[src/source/cpu_macros.svh]
`ifndef CPU_MACROS_SVH
`define CPU_MACROS_SVH

// Datapath and address width
`define CPU_WORD_WIDTH 32

// Register file geometry
`define CPU_REG_INDEX_WIDTH 5
`define CPU_REG_COUNT 32

// Fetch
`define CPU_RESET_PC 32'h0000_0000
`define CPU_PC_STEP 4

`endif

[src/source/CpuPkg.sv]
`include "cpu_macros.svh"

package CpuPkg;

    typedef logic [`CPU_WORD_WIDTH-1:0] Word;
    typedef logic [`CPU_REG_INDEX_WIDTH-1:0] RegIndex;

    // Primary opcode field, bits 31:26
    typedef enum logic [5:0] {
        OpSpecial = 6'h00,
        OpJ = 6'h02,
        OpBeq = 6'h04,
        OpBne = 6'h05,
        OpAddiu = 6'h09,
        OpLui = 6'h0f,
        OpLw = 6'h23,
        OpSw = 6'h2b
    } Opcode;

    // R-type function field, bits 5:0
    typedef enum logic [5:0] {
        FnAddu = 6'h21,
        FnSubu = 6'h23,
        FnAnd = 6'h24,
        FnOr = 6'h25,
        FnXor = 6'h26,
        FnSlt = 6'h2a
    } Funct;

    typedef enum logic [2:0] {
        AluAdd,
        AluSub,
        AluAnd,
        AluOr,
        AluXor,
        AluSlt,
        AluLui
    } AluOp;

endpackage

[src/source/FetchUnit.sv]
`timescale 1ns/1ps
`include "cpu_macros.svh"

module FetchUnit import CpuPkg::*; (
    input logic clk,
    input logic reset,
    input logic hold,
    input logic redirect,
    input Word redirectAddr,
    output Word instAddr,
    output logic instRead,
    input Word instRdata,
    input logic instValid,
    output Word instruction,
    output Word pc,
    output logic fetchValid
);

    Word pcReg;
    logic running;

    // Read strobe comes up once reset is released
    always_ff @(posedge clk) begin
        if (reset) begin
            running <= 1'b0;
            pcReg <= `CPU_RESET_PC;
        end else begin
            running <= 1'b1;
            if (fetchValid && !hold) begin
                pcReg <= redirect ? redirectAddr : pcReg + `CPU_PC_STEP;
            end
        end
    end

    assign instAddr = pcReg;
    assign instRead = running;
    assign instruction = instRdata;
    assign pc = pcReg;
    // No valid word means a bubble for decode
    assign fetchValid = instValid && running;

endmodule

[src/source/InstructionDecoder.sv]
`timescale 1ns/1ps

module InstructionDecoder import CpuPkg::*; (
    input Word instruction,
    output AluOp aluOp,
    output logic useImmediate,
    output Word immediate,
    output RegIndex sourceA,
    output RegIndex sourceB,
    output logic needsA,
    output logic needsB,
    output RegIndex destination,
    output logic memLoad,
    output logic memStore,
    output logic isBeq,
    output logic isBne,
    output logic isJump,
    output logic [25:0] jumpIndex
);

    Opcode opcode;
    Funct funct;
    RegIndex rd;

    assign opcode = Opcode'(instruction[31:26]);
    assign funct = Funct'(instruction[5:0]);
    assign rd = instruction[15:11];

    assign sourceA = instruction[25:21];
    assign sourceB = instruction[20:16];
    assign immediate = Word'($signed(instruction[15:0]));
    assign jumpIndex = instruction[25:0];

    always_comb begin
        aluOp = AluAdd;
        useImmediate = 1'b0;
        needsA = 1'b0;
        needsB = 1'b0;
        destination = '0;
        memLoad = 1'b0;
        memStore = 1'b0;
        isBeq = 1'b0;
        isBne = 1'b0;
        isJump = 1'b0;
        case (opcode)
            OpSpecial: begin
                needsA = 1'b1;
                needsB = 1'b1;
                destination = rd;
                case (funct)
                    FnAddu: aluOp = AluAdd;
                    FnSubu: aluOp = AluSub;
                    FnAnd: aluOp = AluAnd;
                    FnOr: aluOp = AluOr;
                    FnXor: aluOp = AluXor;
                    FnSlt: aluOp = AluSlt;
                    default: begin
                        // Unknown function, acts as a no-op
                        needsA = 1'b0;
                        needsB = 1'b0;
                        destination = '0;
                    end
                endcase
            end
            OpAddiu: begin
                needsA = 1'b1;
                useImmediate = 1'b1;
                destination = sourceB;
            end
            OpLui: begin
                aluOp = AluLui;
                useImmediate = 1'b1;
                destination = sourceB;
            end
            OpLw: begin
                needsA = 1'b1;
                useImmediate = 1'b1;
                memLoad = 1'b1;
                destination = sourceB;
            end
            OpSw: begin
                needsA = 1'b1;
                needsB = 1'b1;
                useImmediate = 1'b1;
                memStore = 1'b1;
            end
            OpBeq: begin
                needsA = 1'b1;
                needsB = 1'b1;
                isBeq = 1'b1;
            end
            OpBne: begin
                needsA = 1'b1;
                needsB = 1'b1;
                isBne = 1'b1;
            end
            OpJ: isJump = 1'b1;
            default: ;
        endcase
    end

endmodule

[src/source/RegisterFile.sv]
`timescale 1ns/1ps
`include "cpu_macros.svh"

module RegisterFile import CpuPkg::*; (
    input logic clk,
    input logic reset,
    input RegIndex readIndexA,
    input RegIndex readIndexB,
    output Word readDataA,
    output Word readDataB,
    input RegIndex writeIndex,
    input Word writeData
);

    Word regs [`CPU_REG_COUNT];

    always_ff @(posedge clk) begin
        if (reset) begin
            for (int i = 0; i < `CPU_REG_COUNT; i++) begin
                regs[i] <= '0;
            end
        end else if (writeIndex != '0) begin
            regs[writeIndex] <= writeData;
        end
    end

    // r0 is hardwired
    assign readDataA = (readIndexA == '0) ? '0 : regs[readIndexA];
    assign readDataB = (readIndexB == '0) ? '0 : regs[readIndexB];

endmodule

[src/source/ArithmeticLogicUnit.sv]
`timescale 1ns/1ps

module ArithmeticLogicUnit import CpuPkg::*; (
    input AluOp op,
    input Word a,
    input Word b,
    output Word result
);

    logic lessThan;

    // Signed compare for slt
    assign lessThan = $signed(a) < $signed(b);

    always_comb begin
        case (op)
            AluAdd: begin
                result = a + b;
            end
            AluSub: begin
                result = a - b;
            end
            AluAnd: begin
                result = a & b;
            end
            AluOr: begin
                result = a | b;
            end
            AluXor: begin
                result = a ^ b;
            end
            AluSlt: begin
                result = Word'(lessThan);
            end
            AluLui: begin
                // Immediate lands in the upper half
                result = b << 16;
            end
            default: begin
                result = '0;
            end
        endcase
    end

endmodule

[src/source/Cpu.sv]
`timescale 1ns/1ps
`include "cpu_macros.svh"

module Cpu import CpuPkg::*; (
    input logic clk,
    input logic reset,
    output Word instAddr,
    output logic instRead,
    input Word instRdata,
    input logic instValid,
    output Word dataAddr,
    output logic dataRead,
    output logic dataWrite,
    output Word dataWdata,
    input Word dataRdata,
    input logic dataValid,
    output Word wbPc,
    output logic [3:0] wbRfWen,
    output RegIndex wbRfWnum,
    output Word wbRfWdata
);

    logic memWait;
    logic decodeStall;
    logic redirect;
    Word redirectAddr;
    Word fetchInstruction;
    Word fetchPc;
    logic fetchValid;

    logic dValid;
    Word dInstruction;
    Word dPc;
    AluOp dAluOp;
    logic dUseImm;
    Word dImm;
    RegIndex dSourceA;
    RegIndex dSourceB;
    logic dNeedsA;
    logic dNeedsB;
    RegIndex dDest;
    logic dLoad;
    logic dStore;
    logic dIsBeq;
    logic dIsBne;
    logic dIsJump;
    logic [25:0] dJumpIndex;
    Word rfDataA;
    Word rfDataB;
    Word operandA;
    Word operandB;
    logic busyA;
    logic busyB;
    logic operandsEqual;
    logic branchTaken;
    logic isControl;

    logic eValid;
    Word ePc;
    AluOp eAluOp;
    logic eUseImm;
    Word eImm;
    Word eOpA;
    Word eOpB;
    RegIndex eDest;
    logic eLoad;
    logic eStore;
    Word aluResult;
    RegIndex eWriteIndex;

    logic mValid;
    Word mPc;
    Word mAluResult;
    Word mStoreData;
    RegIndex mDest;
    logic mLoad;
    logic mStore;
    RegIndex memForwardIndex;
    RegIndex memLoadIndex;

    logic wValid;
    Word wPc;
    Word wAluResult;
    Word wLoadData;
    logic wLoad;
    RegIndex wDest;
    RegIndex wWriteIndex;
    Word wWriteData;

    // Priority is memory, then writeback, then register file
    function automatic Word selectOperand(
        input RegIndex source,
        input Word regValue,
        input RegIndex memIndex,
        input Word memValue,
        input RegIndex wbIndex,
        input Word wbValue
    );
        Word value;
        if (source == '0) begin
            value = '0;
        end else if (source == memIndex) begin
            value = memValue;
        end else if (source == wbIndex) begin
            value = wbValue;
        end else begin
            value = regValue;
        end
        return value;
    endfunction

    // Value not ready yet for decode
    function automatic logic operandBusy(
        input logic needed,
        input RegIndex source,
        input RegIndex execIndex,
        input RegIndex loadIndex
    );
        return needed && source != '0 && (source == execIndex || source == loadIndex);
    endfunction

    FetchUnit fetch (
        .clk(clk),
        .reset(reset),
        .hold(memWait || decodeStall),
        .redirect(redirect),
        .redirectAddr(redirectAddr),
        .instAddr(instAddr),
        .instRead(instRead),
        .instRdata(instRdata),
        .instValid(instValid),
        .instruction(fetchInstruction),
        .pc(fetchPc),
        .fetchValid(fetchValid)
    );

    always_ff @(posedge clk) begin
        if (reset) begin
            dValid <= 1'b0;
        end else if (!memWait && !decodeStall) begin
            dValid <= fetchValid;
        end
    end

    always_ff @(posedge clk) begin
        if (!memWait && !decodeStall) begin
            dInstruction <= fetchInstruction;
            dPc <= fetchPc;
        end
    end

    InstructionDecoder decoder (
        .instruction(dInstruction),
        .aluOp(dAluOp),
        .useImmediate(dUseImm),
        .immediate(dImm),
        .sourceA(dSourceA),
        .sourceB(dSourceB),
        .needsA(dNeedsA),
        .needsB(dNeedsB),
        .destination(dDest),
        .memLoad(dLoad),
        .memStore(dStore),
        .isBeq(dIsBeq),
        .isBne(dIsBne),
        .isJump(dIsJump),
        .jumpIndex(dJumpIndex)
    );

    RegisterFile regFile (
        .clk(clk),
        .reset(reset),
        .readIndexA(dSourceA),
        .readIndexB(dSourceB),
        .readDataA(rfDataA),
        .readDataB(rfDataB),
        .writeIndex(wWriteIndex),
        .writeData(wWriteData)
    );

    assign eWriteIndex = eValid ? eDest : '0;
    assign memForwardIndex = (mValid && !mLoad) ? mDest : '0;
    assign memLoadIndex = (mValid && mLoad) ? mDest : '0;

    assign operandA = selectOperand(dSourceA, rfDataA, memForwardIndex, mAluResult,
                                    wWriteIndex, wWriteData);
    assign operandB = selectOperand(dSourceB, rfDataB, memForwardIndex, mAluResult,
                                    wWriteIndex, wWriteData);
    assign busyA = operandBusy(dNeedsA, dSourceA, eWriteIndex, memLoadIndex);
    assign busyB = operandBusy(dNeedsB, dSourceB, eWriteIndex, memLoadIndex);

    // Branches resolve here, delay slot must already be fetched
    assign operandsEqual = operandA == operandB;
    assign branchTaken = (dIsBeq && operandsEqual) || (dIsBne && !operandsEqual) || dIsJump;
    assign isControl = dIsBeq || dIsBne || dIsJump;
    assign decodeStall = dValid && (busyA || busyB || (isControl && !fetchValid));
    assign redirect = dValid && branchTaken && !decodeStall && !memWait;
    assign redirectAddr = dIsJump ? {dPc[`CPU_WORD_WIDTH-1 -: 4], dJumpIndex, 2'b00}
                                  : dPc + `CPU_PC_STEP + (dImm << 2);

    always_ff @(posedge clk) begin
        if (reset) begin
            eValid <= 1'b0;
        end else if (!memWait) begin
            eValid <= dValid && !decodeStall;
        end
    end

    always_ff @(posedge clk) begin
        if (!memWait) begin
            ePc <= dPc;
            eAluOp <= dAluOp;
            eUseImm <= dUseImm;
            eImm <= dImm;
            eOpA <= operandA;
            eOpB <= operandB;
            eDest <= dDest;
            eLoad <= dLoad;
            eStore <= dStore;
        end
    end

    ArithmeticLogicUnit alu (
        .op(eAluOp),
        .a(eOpA),
        .b(eUseImm ? eImm : eOpB),
        .result(aluResult)
    );

    always_ff @(posedge clk) begin
        if (reset) begin
            mValid <= 1'b0;
        end else if (!memWait) begin
            mValid <= eValid;
        end
    end

    always_ff @(posedge clk) begin
        if (!memWait) begin
            mPc <= ePc;
            mAluResult <= aluResult;
            mStoreData <= eOpB;
            mDest <= eDest;
            mLoad <= eLoad;
            mStore <= eStore;
        end
    end

    // Request held from the memory register until dataValid
    assign dataAddr = mAluResult;
    assign dataWdata = mStoreData;
    assign dataRead = mValid && mLoad;
    assign dataWrite = mValid && mStore;
    assign memWait = (dataRead || dataWrite) && !dataValid;

    always_ff @(posedge clk) begin
        if (reset) begin
            wValid <= 1'b0;
        end else begin
            wValid <= mValid && !memWait;
        end
    end

    always_ff @(posedge clk) begin
        wPc <= mPc;
        wAluResult <= mAluResult;
        wLoadData <= dataRdata;
        wLoad <= mLoad;
        wDest <= mDest;
    end

    assign wWriteIndex = wValid ? wDest : '0;
    assign wWriteData = wLoad ? wLoadData : wAluResult;

    assign wbPc = wPc;
    assign wbRfWen = {4{wWriteIndex != '0}};
    assign wbRfWnum = wWriteIndex;
    assign wbRfWdata = wWriteData;

endmodule

[config.mk]
export PLATFORM = sky130hd
export DESIGN_NAME = Cpu
export DESIGN_NICKNAME = d
export VERILOG_FILES = /design/src/source/CpuPkg.sv /design/src/source/FetchUnit.sv /design/src/source/InstructionDecoder.sv /design/src/source/RegisterFile.sv /design/src/source/ArithmeticLogicUnit.sv /design/src/source/Cpu.sv
export VERILOG_INCLUDE_DIRS = /design/src /design/src/source
export SDC_FILE = /design/constraint.sdc
export NUM_CORES = 2
export LEC_CHECK = 0
export BUFFER_PORTS_ARGS = -buffer_cell sky130_fd_sc_hd__buf_2
export CAP_MARGIN = 20
export CELL_PAD_IN_SITES_DETAIL_PLACEMENT = 1
export CELL_PAD_IN_SITES_GLOBAL_PLACEMENT = 1
export CORE_UTILIZATION = 52
export CTS_CLUSTER_SIZE = 14
export DETAILED_ROUTE_END_ITERATION = 12
export PLACE_DENSITY_LB_ADDON = 0.1
export SLEW_MARGIN = 40
export SYNTH_ARGS = -nofsm -noshare
export SYNTH_HDL_FRONTEND = slang
export SYNTH_SLANG_ARGS = --single-unit
[constraint.sdc]
create_clock -name clk -period 12 [get_ports clk]
set_input_delay 0.6 -clock clk [delete_from_list [all_inputs] [get_ports clk]]
set_output_delay 0.6 -clock clk [all_outputs]
set_load 0.02 [all_outputs]
* Word level (Yosys, flattened, before mapping)
Memories as Yosys holds them, arrays and structs flattened. A register that Yosys moved wholly into a read port is not among the register bits. Cells that the tools add are included.
Word-level totals: register bits after elaboration 429, bits in writable memories 1024, bits of input ports 68, output and inout port bits 172, word-level logic and storage cells 155, memories 1
Cells by class: add/subtract/negate cells 5, magnitude comparators 1, equality and inequality tests 28, multiplexer cells 39, bitwise gates (word level) 3, reduce and logical (&&, ||, !) cells 50
Memories:
- regFile.regs | words 32, width 32, read ports 2, clocked after Yosys merged registers in 2, wr ports 32, RTL line RegisterFile.sv:15 | Word regs [`CPU_REG_COUNT];
Operators with widths (number):
- 32-bit two-way mux | 11
- 32-bit one-hot mux with 7 select lines | 1
- 32-bit by 3-bit adder with 32-bit output, second input constant | 2
- 32-bit adder | 2
- 6-bit equality test, second input constant | 8
- 5-bit equality test | 8
- 5-bit two-way mux | 8
- 32-bit bitwise AND | 1
- 32-bit equality test | 1
- 32-bit < comparator | 1
- 32-bit OR | 1
- 32-bit OR reduction | 1
- 32-bit subtractor | 1
- 32-bit XOR | 1
- 1-bit logical AND | 20
- 3-bit one-hot mux with 5 select lines | 1
- 5-bit nonzero test | 3
- 1-bit two-way mux | 14
- 6-bit by 3-bit equality test with 1-bit output, second input constant | 2
- 6-bit by 4-bit equality test with 1-bit output, second input constant | 2
- 5-bit zero test | 2
- 1-bit logical OR | 10
- 5-bit one-hot mux with 2 select lines | 1
- 3-bit equality test, second input constant | 3
- 12 further kinds | 21

* Logic depth before layout (Yosys ltp)
word-level depth 15, mapped depth 21, mapped depth without buffers 19

* Cells and area by module
Synthesis repeated with hierarchy kept, for this count alone.
Unflattened totals: cells, all modules 6095, area total of the unflattened synthesis 80872.6 um^2
Modules (own cells, without submodules):
- RegisterFile | instances 1, cells each 3513, area an instance 54149.4 um^2, seq. area each 30749.5 um^2
- Cpu | instances 1, cells each 1283, area an instance 17723.2 um^2, seq. area each 11310.8 um^2
- ArithmeticLogicUnit | instances 1, cells each 837, area an instance 5546.6 um^2, seq. area each 0.0 um^2
- FetchUnit | instances 1, cells each 341, area an instance 2552.4 um^2, seq. area each 660.6 um^2
- InstructionDecoder | instances 1, cells each 121, area an instance 900.9 um^2, seq. area each 0.0 um^2

* Least setup slack after synthesis
OpenSTA, ideal clock, no wires.
path type register to register, start reg mLoad, end reg dInstruction[0] (enable), setup time 0.453 ns, data arrival time 8.113 ns, required time 11.547 ns, path slack 3.434 ns, stages on the path, launching flop included 7, buffers on the path 1, clock period less this slack 8.566 ns, path through edfxtp_1 > nand2_1 > a21oi_1 > inv_1 > o21ai_0 > inv_1 > clkbuf_1
Between the ends: word-level cells in the longest chain between the ends 10, elaborated cells on any way between the ends 16, classes of those cells eq/ne: 2; mux: 1; reduce/logical: 13
Ends and longest elaborated chain:
- start, declared | RTL line Cpu.sv:76 | logic mLoad;
- start signal, assigned | RTL line Cpu.sv:244 | mLoad <= eLoad;
- 1-bit logical AND * | RTL line Cpu.sv:183, Cpu.sv:252
- 5-bit two-way mux | RTL line Cpu.sv:183 | assign memLoadIndex = (mValid && mLoad) ? mDest : '0;
- 5-bit equality test | RTL line Cpu.sv:119 | return needed && source != '0 && (source == execIndex || source == loadIndex);
- 1-bit logical OR | RTL line Cpu.sv:119
- 1-bit logical AND | RTL line Cpu.sv:119
- 1-bit logical OR (2 in series) | RTL line Cpu.sv:196 | assign decodeStall = dValid && (busyA || busyB || (isControl && !fetchValid));
- 1-bit logical AND | RTL line Cpu.sv:196
- 1-bit zero test | RTL line Cpu.sv:146 | if (!memWait && !decodeStall) begin
- 1-bit logical AND * | RTL line Cpu.sv:146
- end signal, assigned | RTL line Cpu.sv:147 | dInstruction <= fetchInstruction;
- end, declared | RTL line Cpu.sv:32 | Word dInstruction;
Mark *: on every way between the ends. The rest lies on a longest branch, timed or not. A chain may end at the register's enable or synchronous reset.

==> results.sh <==
export IMPL_synthFlopType="sky130_fd_sc_hd__edfxtp_1"
export IMPL_pwr_density_cell_mw_per_mm2=171
export IMPL_cts_inserted_buffers=161
export IMPL_nFillCells=14100
export IMPL_p_seq_frac=0.433
export IMPL_design_portCount=240
export IMPL_fraction_of_the_yosys_area_taken_by_sequential_cells=0.560
export IMPL_switching_share=0.335
export IMPL_drc=0
export IMPL_die_outline_area_mm2=0.147
export IMPL_post_place_instance_area_mm2=0.0794
export IMPL_clkSlewWorstSetupHoldPaths_ps=60
export IMPL_antenna_violating_nets_post_route=0
export IMPL_total_power_w=0.0145
export IMPL_cts_tree="yes"
export IMPL_ir_worst_vdd_uv=111
export IMPL_hold_end="dInstruction[20]"
export IMPL_numClockSinks=1463
export IMPL_crit_fanout=49
export IMPL_timing_critical_path_mode_cell="sky130_fd_sc_hd__buf_4"
export IMPL_grt_util_all_layers=0.424
export IMPL_placedCellCount=7868
export IMPL_worstPathCellList="buf_4, mux4_2, nand2b_1, nand4_1, o211ai_1, o311ai_0, a21oi_1, xnor2_1, nand4_1, nor4_2, nor2_1, a211oi_4, buf_4, buf_4, nand3b_1, o21a_1, o32ai_2"
export IMPL_final_max_slew_viol_count=0
export IMPL_run_status="finished, final reports clean"
export IMPL_worstPathArrival_ps=8140
export IMPL_final_nets=6420
export IMPL_power_net_switching_w=0.00488
export IMPL_yosysUniqueCellTypes=85
export IMPL_final_util=0.592
export IMPL_crit_reg2reg_capture="fetch.instAddr[19]"
export IMPL_synth_avg_cell_area_um2=12.5
export IMPL_replace_congestion=0.943
export IMPL_hold_path_cell_count=1
export IMPL_initial_antenna_violation_count=9
export IMPL_layout_cell_area_non_filler_mm2=0.0853
export IMPL_coreArea_mm2=0.144
export IMPL_syn_instance_count=6043
export IMPL_kind_of_start_point_of_the_critical_path="flip-flop"
export IMPL_total_leakage_power_nw=32.5
export IMPL_p_comb_frac=0.225
export IMPL_portBuffers=239
export IMPL_worstSetupPathType="flip-flop to flip-flop"
export IMPL_cts_max_path_buffers=3
export IMPL_endpoint_kind="flip-flop"
export IMPL_hold_viol_final=0
export IMPL_hold_path_startpoint="instRdata[20]"
export IMPL_r2r_slack_ps=4570
export IMPL_critical_path_max_stage_delay_ps=770
export IMPL_drive_above_1_share=0.198
export IMPL_report_final_setup_viol=0
export IMPL_rr_worst_depth=17
export IMPL_post_route_min_period_ps=7430
export IMPL_worst_pin_slew_ps=969
export IMPL_hold_path_class="input pin to flip-flop"
export IMPL_max_slew_margin_rel=0.352
export IMPL_area_growth_syn_to_layout_pct=12.5
export IMPL_achievable_frequency_mhz=135
export IMPL_routed_wl_mm=315
export IMPL_critical_path_slowest_cell="sky130_fd_sc_hd__dfxtp_4"
export IMPL_unrepaired_setup_endpoints_after_global_routing="false"
export IMPL_synth_edf_count=1314
export IMPL_root_cell_of_the_clock_tree="sky130_fd_sc_hd__clkbuf_16"
export IMPL_fin_worst_skew_ps=31.9
export IMPL_drt_iter0_drc=9358
export IMPL_power_internal_w=0.00967
export IMPL_clkLatencyLatePin_ps=820
export IMPL_yosys_warnings=0
export IMPL_grt_pass1_vias=59400
export IMPL_vias=59400
export IMPL_ctsHtreeMaxLevel=4
export IMPL_setup_tns_after_final_layout_ps=0
export IMPL_netlist_area_mm2=0.0758
export IMPL_row_count=139
export IMPL_synthArstFlopShare=0
export IMPL_maxCapViolCount=0
export IMPL_wire_length_of_the_first_global_routing_pass_mm=441
export IMPL_die_width_um=384
export IMPL_detail_route_wl_per_cell_um=38.3
export IMPL_pin_count_of_the_biggest_net_entering_global_routing=99
export IMPL_die_height_um=384
export IMPL_place_detailed_hpwl_mm=196
export IMPL_route_detailed_vias_per_inst=7.21
export IMPL_drt_pass1_iter_count=6
export IMPL_post_cts_repair_setup_buffers=0
export IMPL_clock_power_share=0.341
export IMPL_postSynthRegisterBits=1463
export IMPL_final_min_period_over_clock_period=0.619
export IMPL_post_layout_nonfiller_instances=8227
export IMPL_floorplan_initialDensity=0.526
export IMPL_critical_path_required_ps=12710
export IMPL_gr_total_overflow=0
[registers in the layout, indices dropped and copies added (netlist names), 3 cells and up, named ones only]
| name | flops |
|---|---|
| dataWdata | 32 |
| dPc | 32 |
| eAluOp | 3 |
| dInstruction | 32 |
| eImm | 16 |
| mDest | 5 |
| eOpA | 32 |
| fetch.instAddr | 32 |
| dataAddr | 32 |
| wAluResult | 32 |
| wbPc | 32 |
| regFile.regs | 1024 |
| eDest | 5 |
| wLoadData | 32 |
| wDest | 5 |
| eOpB | 32 |
| ePc | 32 |
| mPc | 32 |
[cells by family (layout without fill, tap and decap cells)]
| logic type | Yosys count | count (layout) | synth area share |
|---|---|---|---|
| simple gates | 1902 | 1902 | 0.106 |
| flops | 1463 | 1463 | 0.560 |
| compound gates | 949 | 949 | 0.0850 |
| mux | 777 | 777 | 0.172 |
| buf+inv | 693 | 942 | 0.0388 |
| fa+ha+maj | 158 | 158 | 0.0264 |
| xor+xnor | 100 | 100 | 0.0115 |
| other cells | 1 | 33 | 0.0000494 |
[what timing repair did]
| action | CTS | global route |
|---|---|---|
| hold buffers | 63 | 0 |
| endpoints found under the hold margin | 65 | 0 |
| gates resized for setup | 0 | 0 |
[layer usage]
metal	track usage	routed length, µm	vias up
li1	-	-	23100
met1	0.556	111000	30300
met2	0.633	140000	4886
met3	0.100	40800	1102
met4	0.280	24100	6
met5	0	40	-
[cell usage after synthesis (17+ instances only)]
cell type	n	area, µm²
sky130_fd_sc_hd__buf_4	30	225
sky130_fd_sc_hd__nor3_1	80	400
sky130_fd_sc_hd__ha_1	155	1940
sky130_fd_sc_hd__mux4_2	420	9460
sky130_fd_sc_hd__inv_1	170	638
sky130_fd_sc_hd__buf_1	21	78.8
sky130_fd_sc_hd__nor2b_1	19	119
sky130_fd_sc_hd__nor2_1	1183	4440
sky130_fd_sc_hd__a21o_1	26	195
sky130_fd_sc_hd__mux2_2	17	191
sky130_fd_sc_hd__o21a_1	19	143
sky130_fd_sc_hd__nand2b_1	34	213
sky130_fd_sc_hd__clkbuf_1	353	1330
sky130_fd_sc_hd__a31oi_1	55	344
sky130_fd_sc_hd__xnor2_1	67	587
sky130_fd_sc_hd__nand2_1	296	1110
sky130_fd_sc_hd__a211oi_1	32	240
sky130_fd_sc_hd__dfxtp_1	149	2980
sky130_fd_sc_hd__xor2_1	33	289
sky130_fd_sc_hd__o221ai_1	20	175
sky130_fd_sc_hd__and3_1	21	131
sky130_fd_sc_hd__or3_1	24	150
sky130_fd_sc_hd__a22oi_1	143	1070
sky130_fd_sc_hd__nand4_1	36	225
sky130_fd_sc_hd__buf_2	99	495
sky130_fd_sc_hd__edfxtp_1	1314	39500
sky130_fd_sc_hd__o211ai_1	45	338
sky130_fd_sc_hd__a21oi_1	204	1020
sky130_fd_sc_hd__o22ai_1	52	325
sky130_fd_sc_hd__mux2i_1	340	3400
sky130_fd_sc_hd__nand3_1	108	541
sky130_fd_sc_hd__a22o_1	22	193
sky130_fd_sc_hd__o21ai_0	138	691
sky130_fd_sc_hd__a221oi_1	25	219
[power groups by stage]
stage / Sequential (W) / Clock, W / Combinational [W]
after floorplan: 0.00623 / 0 / 0.00183
after global placement: 0.00637 / 0 / 0.00304
after detailed placement: 0.00639 / 0 / 0.00313
after CTS: 0.00630 / 0.00496 / 0.00316
after global routing: 0.00631 / 0.00513 / 0.00338
final: 0.00630 / 0.00497 / 0.00328
[stage by stage]
step | setup slack (ps) | hold WS [ps]
after detailed placement | 4880 | 329
after floorplan | 3430 | 323
final | 4570 | 48.3
after global placement | 4970 | 325
after global routing | 4440 | 30.8
after CTS | 4860 | 13.0
[cell type report]
cell class                      instances  area [µm²]  share of cell area
Sequential cell                      1463       42500               0.498
Inverter                              174         662             0.00776
Multi-Input combinational cell       3918       31400               0.368
Antenna cell                            1        2.50           0.0000293
Clock buffer                          204        4260              0.0500
Tap cell                             1903        2380              0.0279
Timing Repair Buffer                  476        3280              0.0385
Clock inverter                         88         827             0.00969
[critical path: cells and delay by family, from the launching register on]
family                 cells  cell delay [ps]
AO/OA/AOI/OAI              6             1960
XOR/XNOR                   1              510
buffers and inverters      3             1590
flip-flops                 1              770
multiplexers               1              570
AND/OR/NAND/NOR            6             1800
[worst max path at each step]
| stage | end | cells past startpoint | from |
|---|---|---|---|
| after CTS | fetch.instAddr[19] | 17 | flip-flop |
| after detailed placement | fetch.instAddr[19] | 17 | flip-flop |
| after global routing | fetch.instAddr[19] | 17 | flip-flop |
| final | fetch.instAddr[19] | 17 | flip-flop |
| after global placement | fetch.instAddr[20] | 15 | flip-flop |
| after floorplan | dInstruction[0] | 6 | mLoad |
[placed cells by master, fill, tap and decap left out, types with 141 or more instances in the layout]
cell and n:
sky130_fd_sc_hd__edfxtp_1 1314, sky130_fd_sc_hd__nor2_1 1177, sky130_fd_sc_hd__mux4_2 420, sky130_fd_sc_hd__mux2i_1 303
sky130_fd_sc_hd__buf_2 238, sky130_fd_sc_hd__nand2_1 236, sky130_fd_sc_hd__a21oi_1 203, sky130_fd_sc_hd__inv_1 168
sky130_fd_sc_hd__clkbuf_16 162, sky130_fd_sc_hd__ha_1 155, sky130_fd_sc_hd__buf_4 153, sky130_fd_sc_hd__a22oi_1 143
sky130_fd_sc_hd__dfxtp_1 141
No activity file was read; power rests on OpenSTA's default activity.
